**src/hdl/ifetch_defines.svh**
```systemverilog
// fetch unit widths, reset address, return stack depth and instruction length
`ifndef IFETCH_DEFINES_SVH
`define IFETCH_DEFINES_SVH

// ============================================================
// datapath widths
// ============================================================
`define ADDR_W    32            // byte address width
`define INSN_W    32            // one instruction word

// ============================================================
// fetch behaviour
// ============================================================
`define INSN_LEN  4             // bytes per instruction
`define RESET_PC  32'h0000_1000 // first fetch address out of reset
`define RSB_DEPTH 8             // return stack entries, power of two

`endif
```
**src/hdl/ifetch_pkg.sv**
```systemverilog
// fetch unit types (address, instruction, opcode, displacement) and decode helpers
`default_nettype none
`include "ifetch_defines.svh"

package ifetch_pkg;

	typedef logic [`ADDR_W-1:0] pc_t;     // byte address
	typedef logic [`INSN_W-1:0] instr_t;  // raw instruction word
	typedef logic signed [19:0] disp_t;   // word displacement, bits 31:12

	// opcode lives in bits 6:0
	typedef enum logic [6:0] {
		OP_NOP  = 7'h00,
		OP_ALU  = 7'h01,
		OP_BCC  = 7'h02,  // conditional branch
		OP_CALL = 7'h03,  // always redirects, pushes return address
		OP_RET  = 7'h04   // redirects to popped address
	} opcode_e;

	function automatic logic is_call(instr_t i);
		return i[6:0] == OP_CALL;
	endfunction

	function automatic logic is_ret(instr_t i);
		return i[6:0] == OP_RET;
	endfunction

	// backward conditional branch, predicted taken
	function automatic logic is_back_branch(instr_t i);
		disp_t d;
		d = disp_t'(i[31:12]);
		return (i[6:0] == OP_BCC) && (d < 0);
	endfunction

	// any instruction the predictor looks at
	function automatic logic is_flow_ctrl(instr_t i);
		return (i[6:0] == OP_BCC) || is_call(i) || is_ret(i);
	endfunction

	// pc + disp * insn length, disp sign extended
	function automatic pc_t branch_target(pc_t pc, instr_t i);
		disp_t d;
		pc_t   off;
		d   = disp_t'(i[31:12]);
		off = {{(`ADDR_W-20){d[19]}}, d};
		return pc + off * `INSN_LEN;
	endfunction

endpackage

`default_nettype wire

```
**src/hdl/ifetch_top.sv**
```systemverilog
// instruction fetch unit top: pc, fetch buffer, predictor and return stack
`timescale 1ns/1ps
`default_nettype none

module ifetch_top import ifetch_pkg::*; (
	input  wire         clk,
	input  wire         rst,
	// instruction cache
	input  wire         hit,
	input  wire instr_t inst0,
	input  wire instr_t inst1,
	output pc_t         pc,
	// back end restart
	input  wire         branchmiss,
	input  wire pc_t    misspc,
	// instruction queue
	input  wire         slot0_ready,
	input  wire         slot1_ready,
	output logic        slot0_valid,
	output instr_t      slot0_instr,
	output pc_t         slot0_pc,
	output logic        slot1_valid,
	output instr_t      slot1_instr,
	output pc_t         slot1_pc
);

	logic fill;
	logic take0, take1;
	logic redirect;
	pc_t  redirect_pc;
	logic push, pop;
	pc_t  push_pc;
	pc_t  top_pc;

	// ============================================================
	// input side
	// ============================================================
	fetch_pc u_pc (
		.clk         (clk),
		.rst         (rst),
		.branchmiss  (branchmiss),
		.misspc      (misspc),
		.redirect    (redirect),
		.redirect_pc (redirect_pc),
		.fill        (fill),
		.pc          (pc)
	);

	// ============================================================
	// buffering, prediction and the queue side
	// ============================================================
	fetch_buffer u_buf (
		.clk         (clk),
		.rst         (rst),
		.hit         (hit),
		.pc          (pc),
		.inst0       (inst0),
		.inst1       (inst1),
		.redirect    (redirect),
		.branchmiss  (branchmiss),
		.slot0_ready (slot0_ready),
		.slot1_ready (slot1_ready),
		.fill        (fill),
		.take0       (take0),
		.take1       (take1),
		.slot0_valid (slot0_valid),
		.slot0_instr (slot0_instr),
		.slot0_pc    (slot0_pc),
		.slot1_valid (slot1_valid),
		.slot1_instr (slot1_instr),
		.slot1_pc    (slot1_pc)
	);

	branch_predict u_bp (
		.take0       (take0),
		.take1       (take1),
		.slot0_instr (slot0_instr),
		.slot1_instr (slot1_instr),
		.slot0_pc    (slot0_pc),
		.slot1_pc    (slot1_pc),
		.top_pc      (top_pc),
		.redirect    (redirect),
		.redirect_pc (redirect_pc),
		.push        (push),
		.pop         (pop),
		.push_pc     (push_pc)
	);

	return_stack u_rsb (
		.clk     (clk),
		.rst     (rst),
		.push    (push),
		.pop     (pop),
		.push_pc (push_pc),
		.top_pc  (top_pc)
	);

endmodule

`default_nettype wire

```
**src/hdl/fetch_buffer.sv**
```systemverilog
// two pair fetch buffer with steering bit, fill from the cache and ordered slot outputs
`timescale 1ns/1ps
`default_nettype none
`include "ifetch_defines.svh"

module fetch_buffer import ifetch_pkg::*; (
	input  wire         clk,
	input  wire         rst,
	input  wire         hit,          // cache has inst0/inst1 for pc this cycle
	input  wire pc_t    pc,
	input  wire instr_t inst0,        // word at pc
	input  wire instr_t inst1,        // word at pc + insn length
	input  wire         redirect,
	input  wire         branchmiss,
	input  wire         slot0_ready,
	input  wire         slot1_ready,
	output logic        fill,         // pair taken from the cache
	output logic        take0,        // slot 0 accepted by the queue
	output logic        take1,        // slot 1 accepted along with slot 0
	output logic        slot0_valid,
	output instr_t      slot0_instr,
	output pc_t         slot0_pc,
	output logic        slot1_valid,
	output instr_t      slot1_instr,
	output pc_t         slot1_pc
);

	// entries 0/1 are pair A/B, 2/3 are pair C/D
	instr_t     ins [4];        // buffered words
	pc_t        epc [4];        // pc tag per entry
	logic [3:0] v;              // entry valid
	logic       steer;          // 0: A/B is the older pair, 1: C/D

	logic [3:0] ov;             // valid bits in program order, ov[0] oldest
	logic [1:0] s0_idx, s1_idx; // ordered positions of the two oldest
	logic       s0_found, s1_found;
	logic [1:0] p0, p1;         // physical entries behind slot 0 and 1

	logic [3:0] v_acc;          // valid after this cycle's accepts
	logic       old_empty, young_empty;
	logic       steer_acc;
	logic       fill_pair;      // pair the incoming words go to

	// ============================================================
	// slot selection
	// ============================================================
	always_comb begin
		ov = steer ? {v[1:0], v[3:2]} : v;      // rotate so the older pair comes first
		s0_found = 1'b0;
		s1_found = 1'b0;
		s0_idx   = 2'd0;
		s1_idx   = 2'd0;
		for (int k = 0; k < 4; k++) begin
			if (ov[k] && s0_found && !s1_found) begin
				s1_found = 1'b1;                    // next valid after slot 0
				s1_idx   = 2'(k);
			end
			if (ov[k] && !s0_found) begin
				s0_found = 1'b1;                    // oldest valid
				s0_idx   = 2'(k);
			end
		end
		p0 = {s0_idx[1] ^ steer, s0_idx[0]};    // back to physical numbering
		p1 = {s1_idx[1] ^ steer, s1_idx[0]};
	end

	assign slot0_valid = s0_found;
	assign slot0_instr = ins[p0];
	assign slot0_pc    = epc[p0];
	// flow control in slot 0 goes alone, whatever follows may be stomped
	assign slot1_valid = s1_found & ~is_flow_ctrl(slot0_instr);
	assign slot1_instr = ins[p1];
	assign slot1_pc    = epc[p1];

	assign take0 = slot0_valid & slot0_ready;
	assign take1 = take0 & slot1_valid & slot1_ready;  // in order only

	// ============================================================
	// next buffer state
	// ============================================================
	always_comb begin
		v_acc = v;
		if (take0)
			v_acc[p0] = 1'b0;
		if (take1)
			v_acc[p1] = 1'b0;
		old_empty   = ~|(steer ? v_acc[3:2] : v_acc[1:0]);
		young_empty = ~|(steer ? v_acc[1:0] : v_acc[3:2]);
		// older pair drained, younger one takes over
		steer_acc = steer ^ (old_empty & ~young_empty);
		// both empty: fill the older, else the younger is the free one
		fill_pair = (old_empty & young_empty) ? steer_acc : ~steer_acc;
	end

	// room for a pair now, and no flow change pending
	assign fill = hit & ~redirect & ~branchmiss & (~|v[1:0] | ~|v[3:2]);

	always_ff @(posedge clk or posedge rst) begin
		if (rst) begin
			v     <= 4'b0000;
			steer <= 1'b0;
		end else if (branchmiss || redirect) begin
			// redirect comes from the youngest accepted slot, so every
			// remaining entry is on the wrong path
			v     <= 4'b0000;
			steer <= 1'b0;
		end else begin
			v     <= v_acc | (fill ? (fill_pair ? 4'b1100 : 4'b0011) : 4'b0000);
			steer <= steer_acc;
		end
	end

	// payload, written only with its valid bit
	always_ff @(posedge clk) begin
		if (fill) begin
			ins[{fill_pair, 1'b0}] <= inst0;
			epc[{fill_pair, 1'b0}] <= pc;
			ins[{fill_pair, 1'b1}] <= inst1;
			epc[{fill_pair, 1'b1}] <= pc + pc_t'(`INSN_LEN);
		end
	end

endmodule

`default_nettype wire

```
**src/hdl/branch_predict.sv**
```systemverilog
// static predictor on accepted slots: taken backward branches, calls and returns
`timescale 1ns/1ps
`default_nettype none
`include "ifetch_defines.svh"

module branch_predict import ifetch_pkg::*; (
	input  wire         take0,
	input  wire         take1,
	input  wire instr_t slot0_instr,
	input  wire instr_t slot1_instr,
	input  wire pc_t    slot0_pc,
	input  wire pc_t    slot1_pc,
	input  wire pc_t    top_pc,       // current return stack entry
	output logic        redirect,
	output pc_t         redirect_pc,
	output logic        push,
	output logic        pop,
	output pc_t         push_pc       // return address of an accepted call
);

	logic   use0, use1;   // which slot holds the instruction acted on
	logic   act;
	instr_t act_instr;
	pc_t    act_pc;

	// ============================================================
	// pick the oldest accepted flow control instruction
	// ============================================================
	always_comb begin
		use0      = take0 & is_flow_ctrl(slot0_instr);
		use1      = take1 & ~is_flow_ctrl(slot0_instr) & is_flow_ctrl(slot1_instr);
		act       = use0 | use1;
		act_instr = use0 ? slot0_instr : slot1_instr;
		act_pc    = use0 ? slot0_pc : slot1_pc;
	end

	// ============================================================
	// prediction
	// ============================================================
	always_comb begin
		redirect    = 1'b0;
		redirect_pc = branch_target(act_pc, act_instr);
		push        = 1'b0;
		pop         = 1'b0;
		push_pc     = act_pc + pc_t'(`INSN_LEN);   // instruction after the call
		if (act) begin
			if (is_ret(act_instr)) begin
				pop         = 1'b1;
				redirect    = 1'b1;
				redirect_pc = top_pc;                 // predicted return address
			end else if (is_call(act_instr)) begin
				push     = 1'b1;
				redirect = 1'b1;
			end else if (is_back_branch(act_instr)) begin
				redirect = 1'b1;                      // loops are taken
			end
			// forward branch: fall through, nothing to do
		end
	end

endmodule

`default_nettype wire

```
**src/hdl/return_stack.sv**
```systemverilog
// circular return address stack, push and pop
`timescale 1ns/1ps
`default_nettype none
`include "ifetch_defines.svh"

module return_stack import ifetch_pkg::*; #(
	parameter int DEPTH = `RSB_DEPTH    // power of two, pointer wraps
) (
	input  wire      clk,
	input  wire      rst,
	input  wire      push,
	input  wire      pop,
	input  wire pc_t push_pc,
	output pc_t      top_pc
);

	localparam int PTR_W = $clog2(DEPTH);

	pc_t              stack [DEPTH];
	logic [PTR_W-1:0] ptr;          // entry seen as top of stack
	logic [PTR_W-1:0] ptr_up;

	assign ptr_up = ptr + 1'b1;     // wraps, overflow overwrites the oldest
	assign top_pc = stack[ptr];

	always_ff @(posedge clk or posedge rst) begin
		if (rst) begin
			ptr <= '0;
			for (int k = 0; k < DEPTH; k++)
				stack[k] <= `RESET_PC;    // empty stack returns to reset pc
		end else if (push) begin
			ptr           <= ptr_up;
			stack[ptr_up] <= push_pc;
		end else if (pop) begin
			ptr <= ptr - 1'b1;          // underflow wraps too
		end
	end

endmodule

`default_nettype wire

```
**src/hdl/fetch_pc.sv**
```systemverilog
// fetch program counter with miss, redirect and sequential next address select
`timescale 1ns/1ps
`default_nettype none
`include "ifetch_defines.svh"

module fetch_pc import ifetch_pkg::*; (
	input  wire      clk,
	input  wire      rst,
	input  wire      branchmiss,   // back end restart
	input  wire pc_t misspc,
	input  wire      redirect,     // predicted taken flow control accepted
	input  wire pc_t redirect_pc,
	input  wire      fill,         // cache pair went into the buffer
	output pc_t      pc            // address of the pair being requested
);

	pc_t pc_next;

	// ============================================================
	// next address, highest priority first
	// ============================================================
	always_comb begin
		pc_next = pc;                                 // hold on miss of cache or full buffer
		if (branchmiss)
			pc_next = misspc;                         // back end knows best
		else if (redirect)
			pc_next = redirect_pc;                    // static prediction
		else if (fill)
			pc_next = pc + pc_t'(2 * `INSN_LEN);      // step over the pair just taken
	end

	always_ff @(posedge clk or posedge rst) begin
		if (rst)
			pc <= `RESET_PC;
		else
			pc <= pc_next;
	end

endmodule

`default_nettype wire

```
**config.mk**
```make
export PLATFORM = sky130hd
export DESIGN_NAME = ifetch_top
export DESIGN_NICKNAME = d
export VERILOG_FILES = /design/src/hdl/ifetch_pkg.sv /design/src/hdl/ifetch_top.sv /design/src/hdl/fetch_buffer.sv /design/src/hdl/branch_predict.sv /design/src/hdl/return_stack.sv /design/src/hdl/fetch_pc.sv
export VERILOG_INCLUDE_DIRS = /design/src /design/src/hdl
export SDC_FILE = /design/constraint.sdc
export NUM_CORES = 1
export LEC_CHECK = 0
export ABC_AREA = 1
export CAP_MARGIN = 20
export CELL_PAD_IN_SITES_DETAIL_PLACEMENT = 2
export CELL_PAD_IN_SITES_GLOBAL_PLACEMENT = 2
export CORE_UTILIZATION = 39
export DETAILED_ROUTE_END_ITERATION = 8
export DONT_BUFFER_PORTS = 1
export PLACE_DENSITY_LB_ADDON = 0.1
export RECOVER_POWER = 25
export SYNTH_ARGS = -nofsm -noshare
export SYNTH_HDL_FRONTEND = slang
export SYNTH_SLANG_ARGS = --single-unit
```
**constraint.sdc**
```tcl
create_clock -name clk -period 13.1 [get_ports clk]
set_clock_uncertainty 0.15 [all_clocks]
set_input_delay 1.31 -clock clk [delete_from_list [all_inputs] [get_ports clk]]
set_output_delay 1.31 -clock clk [all_outputs]
set_load 0.05 [all_outputs]
```
# ---- After elaboration in Yosys (flattened, before gate mapping)
# Memories as Yosys holds them, arrays and structs flattened.
# Index checks and enable logic that the tools add are counted.
dict set report totals {
  reg_bits 296
  ramBits 256
  in_bits 102
  word_cells 150
  memories 2
}
# memory depth word_bits read_ports rd_ports_with_merged_regs write_ports line_no
set mem_list {}
lappend mem_list {u_buf.epc 4 32 2 0 2 fetch_buffer.sv:30} ;# pc_t epc [4];
lappend mem_list {u_buf.ins 4 32 2 0 2 fetch_buffer.sv:29} ;# instr_t ins [4];
dict set report op_classes {
  addsub 6
  magnitude_cmp 8
  eq_ne 9
  n_mux 53
  bitwise_logic 28
  reduce_logical 32
}
# operator n
set ops {}
lappend ops {{32-bit 2-to-1 mux} 10}
lappend ops {{256-bit bitwise mux} 1}
lappend ops {{32-bit binary-select mux with 3-bit select} 1}
lappend ops {{32-bit demux with 3-bit select} 1}
lappend ops {{32-bit by 3-bit adder with 32-bit output (second input constant)} 2}
lappend ops {{7-bit by 2-bit equality test with 1-bit output (second input constant)} 6}
lappend ops {{32-bit adder} 1}
lappend ops {{32-bit by 4-bit adder with 32-bit output (second input constant)} 1}
lappend ops {{1-bit 2-to-1 mux} 24}
lappend ops {{4-bit 2-to-1 mux} 6}
lappend ops {{7-bit by 3-bit equality test with 1-bit output (second input constant)} 3}
lappend ops {{20-bit by 1-bit < comparator with 1-bit output (second input constant)} 1}
lappend ops {{1-bit AND} 12}
lappend ops {{1-bit logical AND} 12}
lappend ops {{2-bit 2-to-1 mux} 6}
lappend ops {{1-bit logical NOT} 9}
lappend ops {{4-bit AND} 2}
lappend ops {{4-bit >= comparator (second input constant)} 2}
lappend ops {{3-bit NOT with 4-bit output} 2}
lappend ops {{4-bit NOT} 2}
lappend ops {{2-bit OR reduction} 4}
lappend ops {{2-bit by 3-bit < comparator with 1-bit output (second input constant)} 2}
lappend ops {{3-bit 2-to-1 mux} 2}
lappend ops {{1-bit logical OR} 5}
lappend ops {{11 further kinds} 19}

# ---- Longest topological paths before layout
dict set report depth {
  depth_word 32
  mapped_depth 42
  depth_no_buf 39
}

# ---- By module
# A second synthesis with hierarchy kept.
dict set report hier_totals {
  hier_cells 4303
  hier_area_um2 32697.6
}
# mod n_inst cells_per_inst area_per_inst_um2 seq_area_each_um2
set modules_own_cells {}
lappend modules_own_cells {return_stack 1 2055 14232.4 6491.2}
lappend modules_own_cells {fetch_buffer 1 947 11627.4 7692.4}
lappend modules_own_cells {branch_predict 1 858 4150.2 0.0}
lappend modules_own_cells {fetch_pc 1 443 2687.6 802.0}

# ---- Worst setup path before layout
# Ideal clock, no wire load.
dict set report synth_timing {
  path_kind {register -> register}
  from {register u_buf.steer}
  to {register u_buf.v[2]}
  arrival_time_ns 9.464
  t_required_ns 12.859
  setup_slack_ns 3.395
  stages_incl_launch_ff 24
  path_buffers 2
  synth_period_minus_slack_ns 9.705
  path_cell_list {dfrtp_1 buf_6 o21ai_2 nor2_4 nand2_1 nand2_1 nand2_1 buf_2 nand2_1 nand2_1 nor2_1 nand2_1 nor2_4 a32oi_1 nand2_1 nor2_1 inv_1 o221ai_1 nand2_1 o21ai_0 inv_1 nor2_1 inv_1 a21oi_1}
}
dict set report synth_via {
  elab_chain_len 32
  elab_cells_between_ends 95
}
# element line_no
set synth_rtl {}
lappend synth_rtl {{start, declared} fetch_buffer.sv:32} ;# logic steer;
lappend synth_rtl {{start signal, assigned} fetch_buffer.sv:109} ;# steer <= steer_acc;
lappend synth_rtl {{4-bit 2-to-1 mux} fetch_buffer.sv:48} ;# ov = steer ? {v[1:0], v[3:2]} : v;
lappend synth_rtl {{1-bit 2-to-1 mux} fetch_buffer.sv:58} ;# if (ov[k] && !s0_found) begin
lappend synth_rtl {{1-bit logical NOT} fetch_buffer.sv:58}
lappend synth_rtl {{1-bit logical AND} fetch_buffer.sv:58}
lappend synth_rtl {{1-bit 2-to-1 mux} fetch_buffer.sv:58}
lappend synth_rtl {{1-bit logical NOT} fetch_buffer.sv:58}
lappend synth_rtl {{1-bit logical AND} fetch_buffer.sv:58}
lappend synth_rtl {{1-bit 2-to-1 mux} fetch_buffer.sv:58}
lappend synth_rtl {{[... 5 more ...]} -}
lappend synth_rtl {{net slot0_instr[5]} ifetch_top.sv:20} ;# output instr_t slot0_instr,
lappend synth_rtl {{[... 5 more ...]} -}
lappend synth_rtl {{net slot1_valid} ifetch_top.sv:22} ;# output logic slot1_valid,
lappend synth_rtl {{[... 5 more ...]} -}
lappend synth_rtl {{1-bit logical NOT} fetch_buffer.sv:87} ;# old_empty = ~|(steer ? v_acc[3:2] : v_acc[1:0]);
lappend synth_rtl {{1-bit AND} fetch_buffer.sv:90} ;# steer_acc = steer ^ (old_empty & ~young_empty);
lappend synth_rtl {{1-bit XOR} fetch_buffer.sv:90}
lappend synth_rtl {{1-bit NOT} fetch_buffer.sv:92} ;# fill_pair = (old_empty & young_empty) ? steer_acc : ~steer_acc;
lappend synth_rtl {{1-bit 2-to-1 mux} fetch_buffer.sv:92}
lappend synth_rtl {{4-bit 2-to-1 mux (2 in a row)} fetch_buffer.sv:108} ;# v <= v_acc | (fill ? (fill_pair ? 4'b1100 : 4'b0011) : 4'b0000);
lappend synth_rtl {{4-bit bitwise OR} fetch_buffer.sv:108}
lappend synth_rtl {{4-bit 2-to-1 mux *} fetch_buffer.sv:102} ;# end else if (branchmiss || redirect) begin
lappend synth_rtl {{end signal, assigned} fetch_buffer.sv:108}
lappend synth_rtl {{end, declared} fetch_buffer.sv:31} ;# logic [3:0] v;
# Mark *: on every way through the listed nets, which the timed path passes. The rest lies on a longest branch.
# A chain may end at the register's enable or synchronous reset.

==> results.json <==
{
  "p_leak_nw": 14.9,
  "cts_root_buffer": "clkbuf_16",
  "crit_family": "simple AND/OR/NAND/NOR gates",
  "cp-end-kind": "flip-flop",
  "fillers": 8267,
  "cp_slowest_cell": "buf_4",
  "h-tree-depth": 3,
  "grt_pass1_wl_um": 192000,
  "numClockSinks": 548,
  "fmax_ghz": 0.107,
  "io_buffers": 0,
  "layout_min_cycle_time_ns": 9.33,
  "die_w_um": 278,
  "status": "finished with violations",
  "grt_pass1_vias": 29700,
  "synth_top_area_cell": "edfxtp_1",
  "postCtsSetupBuffers": 0,
  "finalNetCount": 3714,
  "cts-resized-gates": 0,
  "violations": "capacitance limit, slew limit",
  "synthMostInstantiatedCell": "nand2_1",
  "syn_area_um2": 29800,
  "avgSynthCellArea_um2": 8.30,
  "dieArea_um2": 77500,
  "antenna_left": 0,
  "cp-start-kind": "flip-flop",
  "power_w": 0.00726,
  "clk_latency_ns": 0.62,
  "intPower_w": 0.00375,
  "gp_congestion": 0.945,
  "grt_overflow": 0,
  "power_density_nw_per_um2": 219,
  "die_y_um": 278,
  "synth_top_cell_area_share_pct": 25.4,
  "cts_tree": "built",
  "syn2layout_area_growth_pct": 11.4,
  "synth_area_leaders": "edfxtp_1 25%, dfrtp_1 24%, nand2_1 15%",
  "crit_type": "reg -> reg",
  "min_path_type": "reg -> reg",
  "swShare_pct": 48.4,
  "ys_types": 59,
  "hpwl_um": 89600,
  "cap_violations": 3,
  "arrival_ns": 9.41,
  "crit_path_start": "u_buf.steer$_DFF_PP0_",
  "placementRows": 100,
  "peakVddDrop_v": 0.000116,
  "antenna_found_initial": 15,
  "grt_util_met1_pct": 42.6,
  "finalNonFillerCells": 4611,
  "ys_top_cells_by_count": "1,170 x nand2_1, 288 x inv_1, 287 x dfrtp_1, 276 x nor2_1, 254 x o21ai_0",
  "grt_usage_pct": 32.9,
  "dr_total_vias": 27200,
  "cts_buffers": 66,
  "hold_viol": 0,
  "fin_crit_sh_pct": 71.2,
  "use_met2_pct": 55.1,
  "fin_setup_tns_ns": 0,
  "synth-seq-area-share_pct": 50.3,
  "slew_viol_final": 149,
  "slowest_delay_ns": 0.82,
  "drtIter0Drc": 1805,
  "num_io_pins": 264,
  "worst_slew_pin_slew_ns": 6.00,
  "ys.flop_type": "dfrtp_1",
  "net-switching-power_w": 0.00352,
  "drc": 0,
  "rsz0062_at_grt": "no",
  "synth_edf_count": 252,
  "routed_wl_um": 128000,
  "netlist_instances": 3590,
  "synth-seq-cells": 548,
  "relSlewSlack_pct": -300,
  "seqPwrFrac_pct": 28.5,
  "r2r-start": "u_buf.steer$_DFF_PP0_",
  "ctsHoldBuffers": 0,
  "grt.met3_usage_pct": 4.73,
  "wire_per_inst_um": 27.8,
  "via_per_inst": 5.90,
  "grt.busiest_layer": "met2",
  "clk_path_buf_depth": 3,
  "pwr-share-comb_pct": 45.6,
  "placed_cells": 4475,
  "clkSlewWorstSetupHoldPaths_ns": 0.06,
  "core_um2": 74900,
  "critPathRequiredTime_ns": 13.18,
  "synth_warnings": 0,
  "setup_viol": 0,
  "drive_gt1_share_pct": 9.30,
  "crit_top_cell": "nand2_1",
  "power.share.clock_pct": 25.9,
  "async_flop_share_pct": 54.0,
  "crit_fanout": 64,
  "grt_max_degree": 124,
  "initial_core_util_pct": 39.7,
  "dr.pass1.iters": 5,
  "syn_nets": 3724,
  "critPathBufInv": 6,
  "min_from": "u_rsb.stack[190]$_DFFE_PP0P_",
  "final_util_pct": 44.3
}
==> worst min-delay path: cells and delay by family (launching register included) <==
kind | cells | cell delay (ns)
AND/OR/NAND/NOR | 2 | 0.10
flip-flops | 1 | 0.34
==> cell type report <==
cell class              instances  area, um^2  share of cell area (%)
flip-flops and latches        548       15000                    45.2
multi-input cells            2538       12800                    38.6
clock buffers                  94        1860                    5.60
well taps                     969        1210                    3.65
inverters                     321        1210                    3.64
repair buffers                105         787                    2.37
clock inverters                28         303                   0.913
diodes                          8        20.0                  0.0603
==> kinds of logic (layout without fill, tap and decap cells) <==
| logic type | after synthesis | count (layout) | synth area share (%) |
|---|---|---|---|
| xor+xnor | 79 | 79 | 2.70 |
| flops | 548 | 548 | 50.3 |
| mux | 8 | 8 | 0.298 |
| simple gates | 1704 | 1704 | 23.5 |
| other cells | 0 | 8 | 0 |
| fa+ha+maj | 32 | 32 | 1.37 |
| buf+inv | 504 | 548 | 6.85 |
| compound gates | 715 | 715 | 15.0 |
==> registers in the layout, indices dropped and copies added (netlist names) <==
signal / cells
u_rsb.stack: 256
u_buf.epc: 124
u_rsb.ptr: 3
u_buf.v: 4
u_buf.ins: 128
u_buf.steer: 1
u_pc.pc: 32
==> final timing paths <==
kind                                                     end  slack [ns]  cells after the start
max in group asynchronous        u_rsb.stack[51]$_DFFE_PP0P_        7.02                      3
worst min register to register  u_rsb.stack[190]$_DFFE_PP0P_        0.33                      2
worst max-delay path              u_buf.epc[1][30]$_DFFE_PP_        3.77                     25
worst max register to register    u_buf.epc[1][30]$_DFFE_PP_        3.77                     25
worst min-delay path            u_rsb.stack[190]$_DFFE_PP0P_        0.33                      2
min in group asynchronous       u_rsb.stack[250]$_DFFE_PP0P_        2.25                      1
==> power groups by stage <==
stage / Combinational (W) / Sequential, W / Clock, W
floorplan: 0.00226 / 0.00207 / 0
global placement: 0.00315 / 0.00209 / 0
detailed placement: 0.00326 / 0.00210 / 0
CTS: 0.00328 / 0.00207 / 0.00191
global route: 0.00351 / 0.00207 / 0.00196
finish: 0.00331 / 0.00207 / 0.00188
==> metrics by stage <==
stage / hold WS (ns) / instance area (um^2) / setup WS (ns)
final: 0.332 / 33200 / 3.77
after global routing: 0.354 / 33200 / 3.18
after CTS: 0.330 / 33100 / 3.85
after detailed placement: 0.315 / 31000 / 3.96
after global placement: 0.306 / 30900 / 4.42
after floorplan: 0.294 / 29800 / 3.39
==> cell usage in the layout, fill, tap and decap left out, drive strengths merged, types with 9 or more instances in the layout <==
| master | count |
|---|---|
| nand4 | 40 |
| clkinv | 19 |
| nand3 | 111 |
| or2 | 13 |
| dfrtp | 287 |
| a21oi | 63 |
| edfxtp | 252 |
| nor2 | 288 |
| o22ai | 74 |
| a22oi | 54 |
| nor3 | 41 |
| inv | 322 |
| clkbuf | 103 |
| o221ai | 98 |
| o22a | 22 |
| ha | 31 |
| o21ai | 358 |
| buf | 96 |
| nand2 | 1197 |
| xor2 | 61 |
| xnor2 | 18 |
| dfstp | 9 |
| a32oi | 15 |
==> layer usage <==
| metal | vias to the layer above | wire, um |
|---|---|---|
| met5 | - | 146 |
| met4 | 8 | 4930 |
| met3 | 218 | 6830 |
| met2 | 760 | 61600 |
| met1 | 14200 | 54700 |
| li1 | 12100 | - |
(Power assumes the default switching activity.)
